### config.mk
export PLATFORM = sky130hd
export DESIGN_NAME = mlp
export DESIGN_NICKNAME = d
export VERILOG_FILES = /design/src/hdl/mlp_pkg.sv /design/src/hdl/mlp_param_rom.sv /design/src/hdl/step_counter.sv /design/src/hdl/layer_sequencer.sv /design/src/hdl/mac_array.sv /design/src/hdl/sigmoid_layer.sv /design/src/hdl/mlp.sv
export SDC_FILE = /design/constraint.sdc
export NUM_CORES = 2
export LEC_CHECK = 0
export BUFFER_PORTS_ARGS = -buffer_cell sky130_fd_sc_hd__buf_4
export CELL_PAD_IN_SITES_DETAIL_PLACEMENT = 0
export CELL_PAD_IN_SITES_GLOBAL_PLACEMENT = 1
export CORE_AREA = 8 8 377 379
export DETAILED_ROUTE_END_ITERATION = 12
export DIE_AREA = 0 0 385 387
export GPL_TIMING_DRIVEN = 0
export PLACE_DENSITY_LB_ADDON = 0.1
export SYNTH_ARGS = -nofsm -noshare
export SYNTH_HDL_FRONTEND = slang
export SYNTH_SLANG_ARGS = --single-unit
### constraint.sdc
create_clock -name clk -period 26.2 [get_ports clk]
set_clock_uncertainty 0.05 [all_clocks]
set_input_delay 2.62 -clock clk [delete_from_list [all_inputs] [get_ports clk]]
set_output_delay 2.62 -clock clk [all_outputs]
set_load 0.01 [all_outputs]
### src/hdl/mlp_pkg.sv
package mlp_pkg;

    // Network sizes
    localparam int n_pixels  = 16;
    localparam int n_hidden  = 8;
    localparam int n_outputs = 4;

    // Counter range and steps per layer
    localparam int max_inputs   = 16;
    localparam int hidden_steps = 16;
    localparam int output_steps = 8;

    // Pixel, activation or zed
    typedef logic signed [7:0] data_t;

    // Weight or bias
    typedef logic signed [7:0] weight_t;

    // Neuron accumulator
    typedef logic signed [23:0] acc_t;

    // Input index within a layer
    typedef logic [$clog2(max_inputs)-1:0] index_t;

    // Layer select for the parameter store
    typedef enum logic {
        layer_hidden,
        layer_output
    } layer_e;

    // Sequencer states
    typedef enum logic [2:0] {
        st_idle,
        st_hidden_mac,
        st_hidden_act,
        st_output_mac,
        st_output_act
    } seq_state_e;

    // Input image
    typedef struct packed {
        data_t [n_pixels-1:0] pixel;
    } mlp_in_s;

    // Output activations
    typedef struct packed {
        data_t [n_outputs-1:0] act;
    } mlp_out_s;

    // Weights and biases of all neurons for one input index
    // Output layer only uses the low entries
    typedef struct packed {
        weight_t [n_hidden-1:0] weight;
        weight_t [n_hidden-1:0] bias;
    } weight_row_s;

endpackage

### src/hdl/mlp_param_rom.sv
module mlp_param_rom
    import mlp_pkg::*;
(
    input  layer_e      layer,
    input  index_t      index,
    output weight_row_s row
);

    // Weight rule ((3n + 5i + 7l) mod 11) - 5 stays within -5..5
    function automatic weight_t rule_weight(int l, int n, int i);
        int raw;
        raw = ((3 * n + 5 * i + 7 * l) % 11) - 5;
        return weight_t'(raw);
    endfunction

    // Bias rule does not depend on layer or index
    function automatic weight_t rule_bias(int n);
        int raw;
        raw = 2 * n - 3;
        return weight_t'(raw);
    endfunction

    int layer_num;
    int index_num;

    assign layer_num = (layer == layer_output) ? 1 : 0;
    assign index_num = int'(index);

    // One row for every neuron slot
    always_comb begin
        for (int n = 0; n < n_hidden; n++) begin
            row.weight[n] = rule_weight(layer_num, n, index_num);
            row.bias[n]   = rule_bias(n);
        end
    end

endmodule

### src/hdl/step_counter.sv
module step_counter
    import mlp_pkg::*;
(
    input  logic   clk,
    input  logic   arst_n,
    input  logic   clear,
    input  logic   step,
    input  index_t last,
    output index_t index,
    output logic   at_last
);

    // Clear wins over step
    always_ff @(posedge clk or negedge arst_n) begin
        if (!arst_n) begin
            index <= '0;
        end else if (clear) begin
            index <= '0;
        end else if (step) begin
            index <= index + index_t'(1);
        end
    end

    // Terminal flag straight from the count
    assign at_last = (index == last);

endmodule

### src/hdl/layer_sequencer.sv
module layer_sequencer
    import mlp_pkg::*;
(
    input  logic       clk,
    input  logic       arst_n,
    input  logic       start,
    input  logic       at_last,
    output seq_state_e state,
    output logic       clear,
    output logic       step,
    output logic       load_hidden,
    output logic       load_output,
    output logic       mac_hidden,
    output logic       mac_output,
    output logic       capture_hidden,
    output logic       capture_result,
    output logic       busy,
    output logic       done
);

    seq_state_e next_state;

    always_ff @(posedge clk or negedge arst_n) begin
        if (!arst_n) begin
            state <= st_idle;
        end else begin
            state <= next_state;
        end
    end

    always_comb begin
        next_state = state;
        case (state)
            st_idle: begin
                if (start) begin
                    next_state = st_hidden_mac;
                end
            end
            st_hidden_mac: begin
                if (at_last) begin
                    next_state = st_hidden_act;
                end
            end
            st_hidden_act: next_state = st_output_mac;
            st_output_mac: begin
                if (at_last) begin
                    next_state = st_output_act;
                end
            end
            st_output_act: next_state = st_idle;
            default:       next_state = st_idle;
        endcase
    end

    // Start only counts in idle, so a start while busy is dropped
    assign load_hidden    = (state == st_idle) && start;
    assign load_output    = (state == st_hidden_act);
    assign capture_hidden = (state == st_hidden_act);
    assign capture_result = (state == st_output_act);

    assign mac_hidden = (state == st_hidden_mac);
    assign mac_output = (state == st_output_mac);

    // Counter restarts at the head of each layer
    assign clear = load_hidden || load_output;
    assign step  = mac_hidden || mac_output;

    assign busy = (state != st_idle);

    // One cycle after the result is written
    always_ff @(posedge clk or negedge arst_n) begin
        if (!arst_n) begin
            done <= 1'b0;
        end else begin
            done <= capture_result;
        end
    end

endmodule

### src/hdl/mac_array.sv
module mac_array
    import mlp_pkg::*;
#(
    parameter int n_neurons = n_hidden
) (
    input  logic        clk,
    input  logic        arst_n,
    input  logic        load,
    input  logic        enable,
    input  data_t       x,
    input  weight_row_s row,
    output acc_t        acc [n_neurons]
);

    // Shared input operand, widened once
    acc_t x_wide;

    assign x_wide = acc_t'(x);

    for (genvar n = 0; n < n_neurons; n++) begin : g_neuron
        acc_t bias_scaled;
        acc_t product;

        // Bias sits at the same scale as the products (x 128)
        assign bias_scaled = acc_t'(row.bias[n]) <<< 7;
        assign product     = x_wide * acc_t'(row.weight[n]);

        // Load takes the bias and enable adds one product
        always_ff @(posedge clk or negedge arst_n) begin
            if (!arst_n) begin
                acc[n] <= '0;
            end else if (load) begin
                acc[n] <= bias_scaled;
            end else if (enable) begin
                acc[n] <= acc[n] + product;
            end
        end
    end

endmodule

### src/hdl/sigmoid_layer.sv
module sigmoid_layer
    import mlp_pkg::*;
#(
    parameter int n_neurons = n_hidden
) (
    input  acc_t  acc [n_neurons],
    output data_t act [n_neurons]
);

    for (genvar n = 0; n < n_neurons; n++) begin : g_neuron
        acc_t  shifted;
        data_t zed;

        // Drop the fraction bits, rounding toward minus infinity
        assign shifted = acc[n] >>> 7;

        // Saturate to the 8-bit zed range
        always_comb begin
            if (shifted > acc_t'(127)) begin
                zed = 8'sd127;
            end else if (shifted < acc_t'(-128)) begin
                zed = -8'sd128;
            end else begin
                zed = data_t'(shifted[7:0]);
            end
        end

        // Hard sigmoid, result in 0..127
        assign act[n] = data_t'(8'sd64 + (zed >>> 1));
    end

endmodule

### src/hdl/mlp.sv
module mlp
    import mlp_pkg::*;
(
    input  logic     clk,
    input  logic     arst_n,
    input  logic     start,
    input  mlp_in_s  image,
    output logic     busy,
    output logic     done,
    output mlp_out_s result
);

    seq_state_e  state;
    logic        clear;
    logic        step;
    logic        load_hidden;
    logic        load_output;
    logic        mac_hidden;
    logic        mac_output;
    logic        capture_hidden;
    logic        capture_result;

    index_t      index;
    index_t      last;
    logic        at_last;
    layer_e      layer;
    weight_row_s row;

    mlp_in_s     image_q;
    data_t       hidden_q [n_hidden];
    data_t       hidden_x;
    data_t       output_x;

    acc_t        hidden_acc [n_hidden];
    acc_t        output_acc [n_outputs];
    data_t       hidden_act [n_hidden];
    data_t       output_act [n_outputs];

    // Output layer weights from the hidden activation phase on
    assign layer = (state == st_idle || state == st_hidden_mac) ? layer_hidden : layer_output;
    assign last  = (state == st_hidden_mac) ? index_t'(hidden_steps - 1)
                                            : index_t'(output_steps - 1);

    layer_sequencer u_sequencer (
        .clk            (clk),
        .arst_n         (arst_n),
        .start          (start),
        .at_last        (at_last),
        .state          (state),
        .clear          (clear),
        .step           (step),
        .load_hidden    (load_hidden),
        .load_output    (load_output),
        .mac_hidden     (mac_hidden),
        .mac_output     (mac_output),
        .capture_hidden (capture_hidden),
        .capture_result (capture_result),
        .busy           (busy),
        .done           (done)
    );

    step_counter u_counter (
        .clk     (clk),
        .arst_n  (arst_n),
        .clear   (clear),
        .step    (step),
        .last    (last),
        .index   (index),
        .at_last (at_last)
    );

    mlp_param_rom u_rom (
        .layer (layer),
        .index (index),
        .row   (row)
    );

    // Image is held for the whole pass
    always_ff @(posedge clk) begin
        if (load_hidden) begin
            image_q <= image;
        end
    end

    assign hidden_x = image_q.pixel[index];
    assign output_x = hidden_q[index[$clog2(n_hidden)-1:0]];

    mac_array #(.n_neurons(n_hidden)) u_hidden_mac (
        .clk    (clk),
        .arst_n (arst_n),
        .load   (load_hidden),
        .enable (mac_hidden),
        .x      (hidden_x),
        .row    (row),
        .acc    (hidden_acc)
    );

    sigmoid_layer #(.n_neurons(n_hidden)) u_hidden_sigmoid (
        .acc (hidden_acc),
        .act (hidden_act)
    );

    always_ff @(posedge clk) begin
        if (capture_hidden) begin
            hidden_q <= hidden_act;
        end
    end

    mac_array #(.n_neurons(n_outputs)) u_output_mac (
        .clk    (clk),
        .arst_n (arst_n),
        .load   (load_output),
        .enable (mac_output),
        .x      (output_x),
        .row    (row),
        .acc    (output_acc)
    );

    sigmoid_layer #(.n_neurons(n_outputs)) u_output_sigmoid (
        .acc (output_acc),
        .act (output_act)
    );

    // Result stays until the next pass completes
    always_ff @(posedge clk or negedge arst_n) begin
        if (!arst_n) begin
            result <= '0;
        end else if (capture_result) begin
            for (int n = 0; n < n_outputs; n++) begin
                result.act[n] <= output_act[n];
            end
        end
    end

endmodule

### Yosys cells after proc, flatten, opt, wreduce, memory -nomap -nowiden

Index checks and enable logic that the tools add are counted.

| word-level totals | value |
|---|---|
| register bits after elaboration | 520 |

| operators by class | value |
|---|---|
| add/sub/neg operators | 48 |
| multiply operators | 14 |
| div/mod/pow operators | 8 |
| $lt $le $gt $ge | 26 |
| equality and inequality tests | 8 |
| muxes and demuxes | 61 |
| bitwise logic cells | 1 |
| reduce and logical (&&, ||, !) cells | 10 |

Operators by type and width:

| cell | number |
|---|---|
| $mux 24 | 24 |
| $add 24x16->24 | 12 |
| $add 32x32->32 | 8 |
| $mod 32x5->32 const B | 8 |
| $mux 8 | 27 |
| $gt 17x8->1 const B | 12 |
| $lt 17x8->1 const B | 12 |
| $mul 8x8->16 | 12 |
| $add 5x32->32 const A | 3 |
| $add 8x7->8 const A | 12 |
| $add 6x32->32 const A | 2 |
| $sub 8x4->8 const B | 8 |
| $add 3x32->32 const A | 1 |
| $add 4x32->32 const A | 1 |
| $bmux 8 s4 | 1 |
| $mul 4x32->32 const A | 1 |
| $bmux 8 s3 | 1 |
| $mux 4 | 3 |
| $pmux 3 s4 | 1 |
| $mux 3 | 3 |
| $mul 3x4->7 const A | 1 |
| $eq 3x2->1 const B | 2 |
| $ne 2x2->1 const B | 3 |
| $reduce_bool 2->1 | 3 |
| 13 further kinds | 15 |

### Longest topological paths before layout

| depth | value |
|---|---|
| depth in word-level cells | 11 |
| gate-level depth with buffers | 73 |
| gate-level depth less buffers | 69 |

### Hierarchy

From an unflattened synthesis, not the netlist that was laid out.

| unflattened totals | value |
|---|---|
| cells, all modules | 8407 |
| area total of the unflattened synthesis | 81679.6 µm² |

Modules (own cells, without submodules):

| module | times used | cells an instance | area an instance (µm²) |
|---|---|---|---|
| mac_array (u_hidden_mac) | 1 | 4276 | 41516.1 |
| mac_array (u_output_mac) | 1 | 2139 | 20763.7 |
| mlp | 1 | 362 | 8386.8 |
| mlp_param_rom | 1 | 1250 | 8345.5 |
| sigmoid_layer (u_hidden_sigmoid) | 1 | 223 | 1470.2 |
| sigmoid_layer (u_output_sigmoid) | 1 | 113 | 729.4 |
| layer_sequencer | 1 | 23 | 234.0 |
| step_counter | 1 | 21 | 234.0 |

### Worst setup path before layout

No wires, ideal clock.

| timing | value |
|---|---|
| path kind | reg2reg |
| from | register u_counter.index[0] |
| to | register u_hidden_mac.acc[118] (netlist name) |
| library setup time | 0.138 ns |
| arrival time | 15.060 ns |
| path slack | 10.951 ns |
| cell stages (with the launch flop) | 73 |
| path buffers | 6 |
| clock period less this slack | 15.249 ns |
| cell sequence | dfrtp_1 clkbuf_1 clkbuf_1 buf_1 clkbuf_1 inv_1 ha_1 inv_1 ha_1 ha_1 or3_1 a211o_1 nand2_1 inv_1 ha_1 nand2_1 a21oi_2 xnor2_1 [37 not listed] ha_1 o21ai_0 a21boi_0 o21ai_0 a21boi_0 o21ai_0 a21boi_0 o21ai_0 a21oi_1 o21ai_0 a21boi_0 o21ai_0 a21boi_0 o21ai_0 nand2_1 a31oi_1 xor2_1 o22ai_1 |

| between the ends | value |
|---|---|
| word-level cells in the longest chain between the ends | 9 |
| elaborated cells between the ends (all ways) | 11 |
| those cells by class | 4 x add/sub; 2 x mul; 1 x div; 4 x mux |

RTL lines:

| item | line | RTL |
|---|---|---|
| start, declared | step_counter.sv:9 | `output index_t index,` |
| start signal, assigned | step_counter.sv:20 | `index <= index + index_t'(1);` |
| $mul 3x4->7 | mlp_param_rom.sv:12 | `raw = ((3 * n + 5 * i + 7 * l) % 11) - 5;` |
| $add 5x32->32 | mlp_param_rom.sv:12 |  |
| $add 32x32->32 | mlp_param_rom.sv:12 |  |
| $mod 32x5->32 | mlp_param_rom.sv:12 |  |
| $sub 8x4->8 | mlp_param_rom.sv:12 |  |
| $mul 8x8->16 (*) | mac_array.sv:26 | `assign product = x_wide * acc_t'(row.weight[n]);` |
| $add 24x16->24 (*) | mac_array.sv:35 | `acc[n] <= acc[n] + product;` |
| $mux 24 (*) | mac_array.sv:34 | `end else if (enable) begin` |
| $mux 24 (*) | mac_array.sv:32 | `end else if (load) begin` |
| end signal, assigned by index | mac_array.sv:33 | `acc[n] <= bias_scaled;` |
| end signal, assigned by index | mac_array.sv:35 |  |
| end, declared | mac_array.sv:12 | `output acc_t acc [n_neurons]` |

Every way passes the cells marked *; elsewhere a longest branch is shown, timed or not. The select of a mux whose other input is x is not followed.
A chain may end at the register's enable or synchronous reset.

### Final worst setup path

| timing | value |
|---|---|
| from | register u_counter.index[1] |
| to | register u_hidden_mac.acc[118] (netlist name) |

The elaborated chain is that of the path after synthesis.

==> impl_metrics.ini <==
[outcome]
status = finished with violations
violations = capacitance limit, slew limit

[detailed_routing]
firstDrtPassIters = 5
drtIter0Drc = 4984
drc = 0
vias = 60080
final_antenna_net_count = 0
avgViaCountPerCell = 5.809
wire_per_inst_um = 22.66
wl_um = 234400

[min_path]
hold_depth = 2
hp-class = register to register
min-delay-start = result[14]$_DFFE_PN0P_
whs_endpoint = result[14]$_DFFE_PN0P_

[critical_path]
regToRegStartpoint = u_counter.index[1]$_DFFE_PN0P_
cp-start-kind = register
crit_slowest_cell = clkbuf_1
crit_path_max_fanout = 10
crit_arrival_ns = 21.80
cp-end-kind = register
crit_path_max_incr_delay_ns = 1.23
crit_type = register to register
r2r_end = u_hidden_mac.acc[118]$_DFFE_PN0P_
r2r_cells = 70
cp.required_ns = 26.66
r2r_slack_ns = 4.86

[floorplan]
ios = 165
die_w_um = 385
dieArea_sq_mm = 0.1490
start_util = 0.5537
coreArea_sq_mm = 0.1363
die_h_um = 387
rows = 136

[logic_synthesis]
syn_inst = 8244
yosys.area.top_type_share = 0.2713
yosysSeqAreaShare = 0.1806
async_flop_share = 0.6378
synth_area_sq_mm = 0.07547
synth_enable_flop_cells = 184
avgSynthCellArea_sq_um = 9.155
synth_top_area_cell = fa_1
synth-seq-cells = 508
netlist_top_cells_area = fa_1 27%, ha_1 13%, dfrtp_1 11%
netlist-cell-type-count = 121
ys.flop_type = dfrtp_1
yosys_warnings = 0

[final_layout]
mostFrequentLayoutCell = inv_1
drive_gt1_frac = 0.06387
final_cell_mix = 1,565 x inv_1, 1,023 x fa_1, 794 x ha_1
areaGrowthSynthToFinish_pct = 8.281
fin_nets = 10440

[clocking]
post_cts_buffers = 0
cts_sinks = 508
postCtsHoldBufs = 0
cts-buffers-inserted = 69
clockBufferDepth = 3
clock_latency_ns = 0.69
clockRootBuffer = clkbuf_16
postCtsResizedCells = 0
cts_tree = built
path_clk_slew_ns = 0.06
h-tree-depth = 3

[global_route]
antenna_found_initial = 2
grt_start_max_net_pins = 107
grt_pass1_wl_um = 364400
overflow = 0
grt_util_all_layers = 0.3172
grt_pass1_vias = 61360

[timing]
rsz0062_at_grt = false
maxSlewHeadroom = -0.05730
max_freq_ghz = 0.04687
tns_ns = 0
period_share = 0.8144
worst_pin_slew_ns = 1.586
setup_viol = 0
hold_viol_final = 0
period_needed_ns = 21.34
slew_violations = 11

[placed_design]
io_buffers = 160
dp_hpwl_um = 188500
gp_congestion = 0.9510

[run]
cap_viol_max_count = 3
==> Yosys cell counts (all sizes together), types with 16 or more instances <==
library cell	number
o211ai	42
o21ai	389
ha	794
nand3	161
nor2	734
a21boi	67
clkbuf	235
a21o	92
and3	40
a211o	17
nor4	30
a21oi	335
o31a	16
o22ai	59
nand2	614
nand4	28
or2	77
o311ai	18
dfrtp	324
a31oi	41
xnor2	271
edfxtp	184
buf	50
nor2b	47
a22oi	19
xor2	96
a211oi	29
and2	51
inv	1572
mux4	46
a22o	17
mux2i	48
nor3	130
fa	1023
nand2b	108
o21a	42
o31ai	98
or3	20
==> state kept, by name, summed over array words and instances (netlist names) <==
signal             cells
u_output_mac.acc      96
image_q              128
hidden_q              56
u_counter.index        4
u_hidden_mac.acc     192
u_sequencer.done       1
u_sequencer.state      3
result                28
==> layer usage <==
| metal | vias to the layer above | wire (um) | track usage |
|---|---|---|---|
| met5 | - | 13 | 0 |
| met4 | 2 | 11810 | 0.1320 |
| met3 | 485 | 16980 | 0.05375 |
| met2 | 2213 | 108100 | 0.5102 |
| met1 | 29860 | 97500 | 0.4258 |
| li1 | 27520 | - | - |
==> worst max-delay path, delay by kind of cell (launching register included) <==
family / cells / cell delay, ns
adders and majority gates: 13 / 5.09
xor gates and xnor gates: 5 / 1.88
muxes: 2 / 0.47
AOI/OAI and AO/OA: 25 / 5.82
DFF: 1 / 0.74
and+or+nand+nor: 12 / 2.82
buffers and inverters: 13 / 4.24
==> cell type report <==
class | count | area [sq um]
Sequential cell | 508 | 13630
Antenna cell | 1 | 2.502
Tap cell | 1794 | 2245
Clock inverter | 34 | 485.5
Clock buffer | 92 | 1977
Timing Repair Buffer | 173 | 1455
Buffer | 285 | 1151
Fill cell | 12050 | 54580
Multi-Input combinational cell | 5878 | 54850
Inverter | 1578 | 5923
==> stage by stage <==
stage / setup slack, ns / hold WS (ns) / instances / cell area [sq um] / util
CTS: 5.085 / 0.4370 / 10340 / 81670 / 0.5992
finish: 4.863 / 0.4288 / 10340 / 81720 / 0.5996
detailed placement: 5.152 / 0.4240 / 10210 / 79210 / 0.5811
global placement: 4.602 / 0.4153 / 10200 / 78940 / 0.5791
global route: 3.683 / 0.4520 / 10340 / 81720 / 0.5996
floorplan: 10.95 / 0.4113 / 8249 / 75490 / -
==> cells by family (layout without fill, tap and decap cells) <==
logic type	Yosys count	in the layout	synth area share
fa+ha+maj	1825	1825	0.4040
other cells	1	7	0.00004969
simple gates	2077	2077	0.1249
mux	109	109	0.02258
compound gates	1493	1493	0.1305
xor+xnor	368	368	0.04363
buf+inv	1863	2162	0.09365
flops	508	508	0.1806
==> how the worst max path moves through the flow <==
stage / cells after the start / start / slack, ns / to
after floorplan: 72 / u_counter.index[0]$_DFFE_PN0P_ / 10.95 / u_hidden_mac.acc[118]$_DFFE_PN0P_
after global routing: 70 / u_counter.index[1]$_DFFE_PN0P_ / 3.68 / u_output_mac.acc[22]$_DFFE_PN0P_
final: 70 / u_counter.index[1]$_DFFE_PN0P_ / 4.86 / u_hidden_mac.acc[118]$_DFFE_PN0P_
after CTS: 66 / u_counter.index[1]$_DFFE_PN0P_ / 5.09 / u_output_mac.acc[22]$_DFFE_PN0P_
after global placement: 66 / u_counter.index[1]$_DFFE_PN0P_ / 4.60 / u_output_mac.acc[22]$_DFFE_PN0P_
after detailed placement: 66 / u_counter.index[1]$_DFFE_PN0P_ / 5.15 / u_output_mac.acc[22]$_DFFE_PN0P_
Power is not shown: default switching activity piles up to over one toggle a cycle in this logic, so the estimate is an artifact.
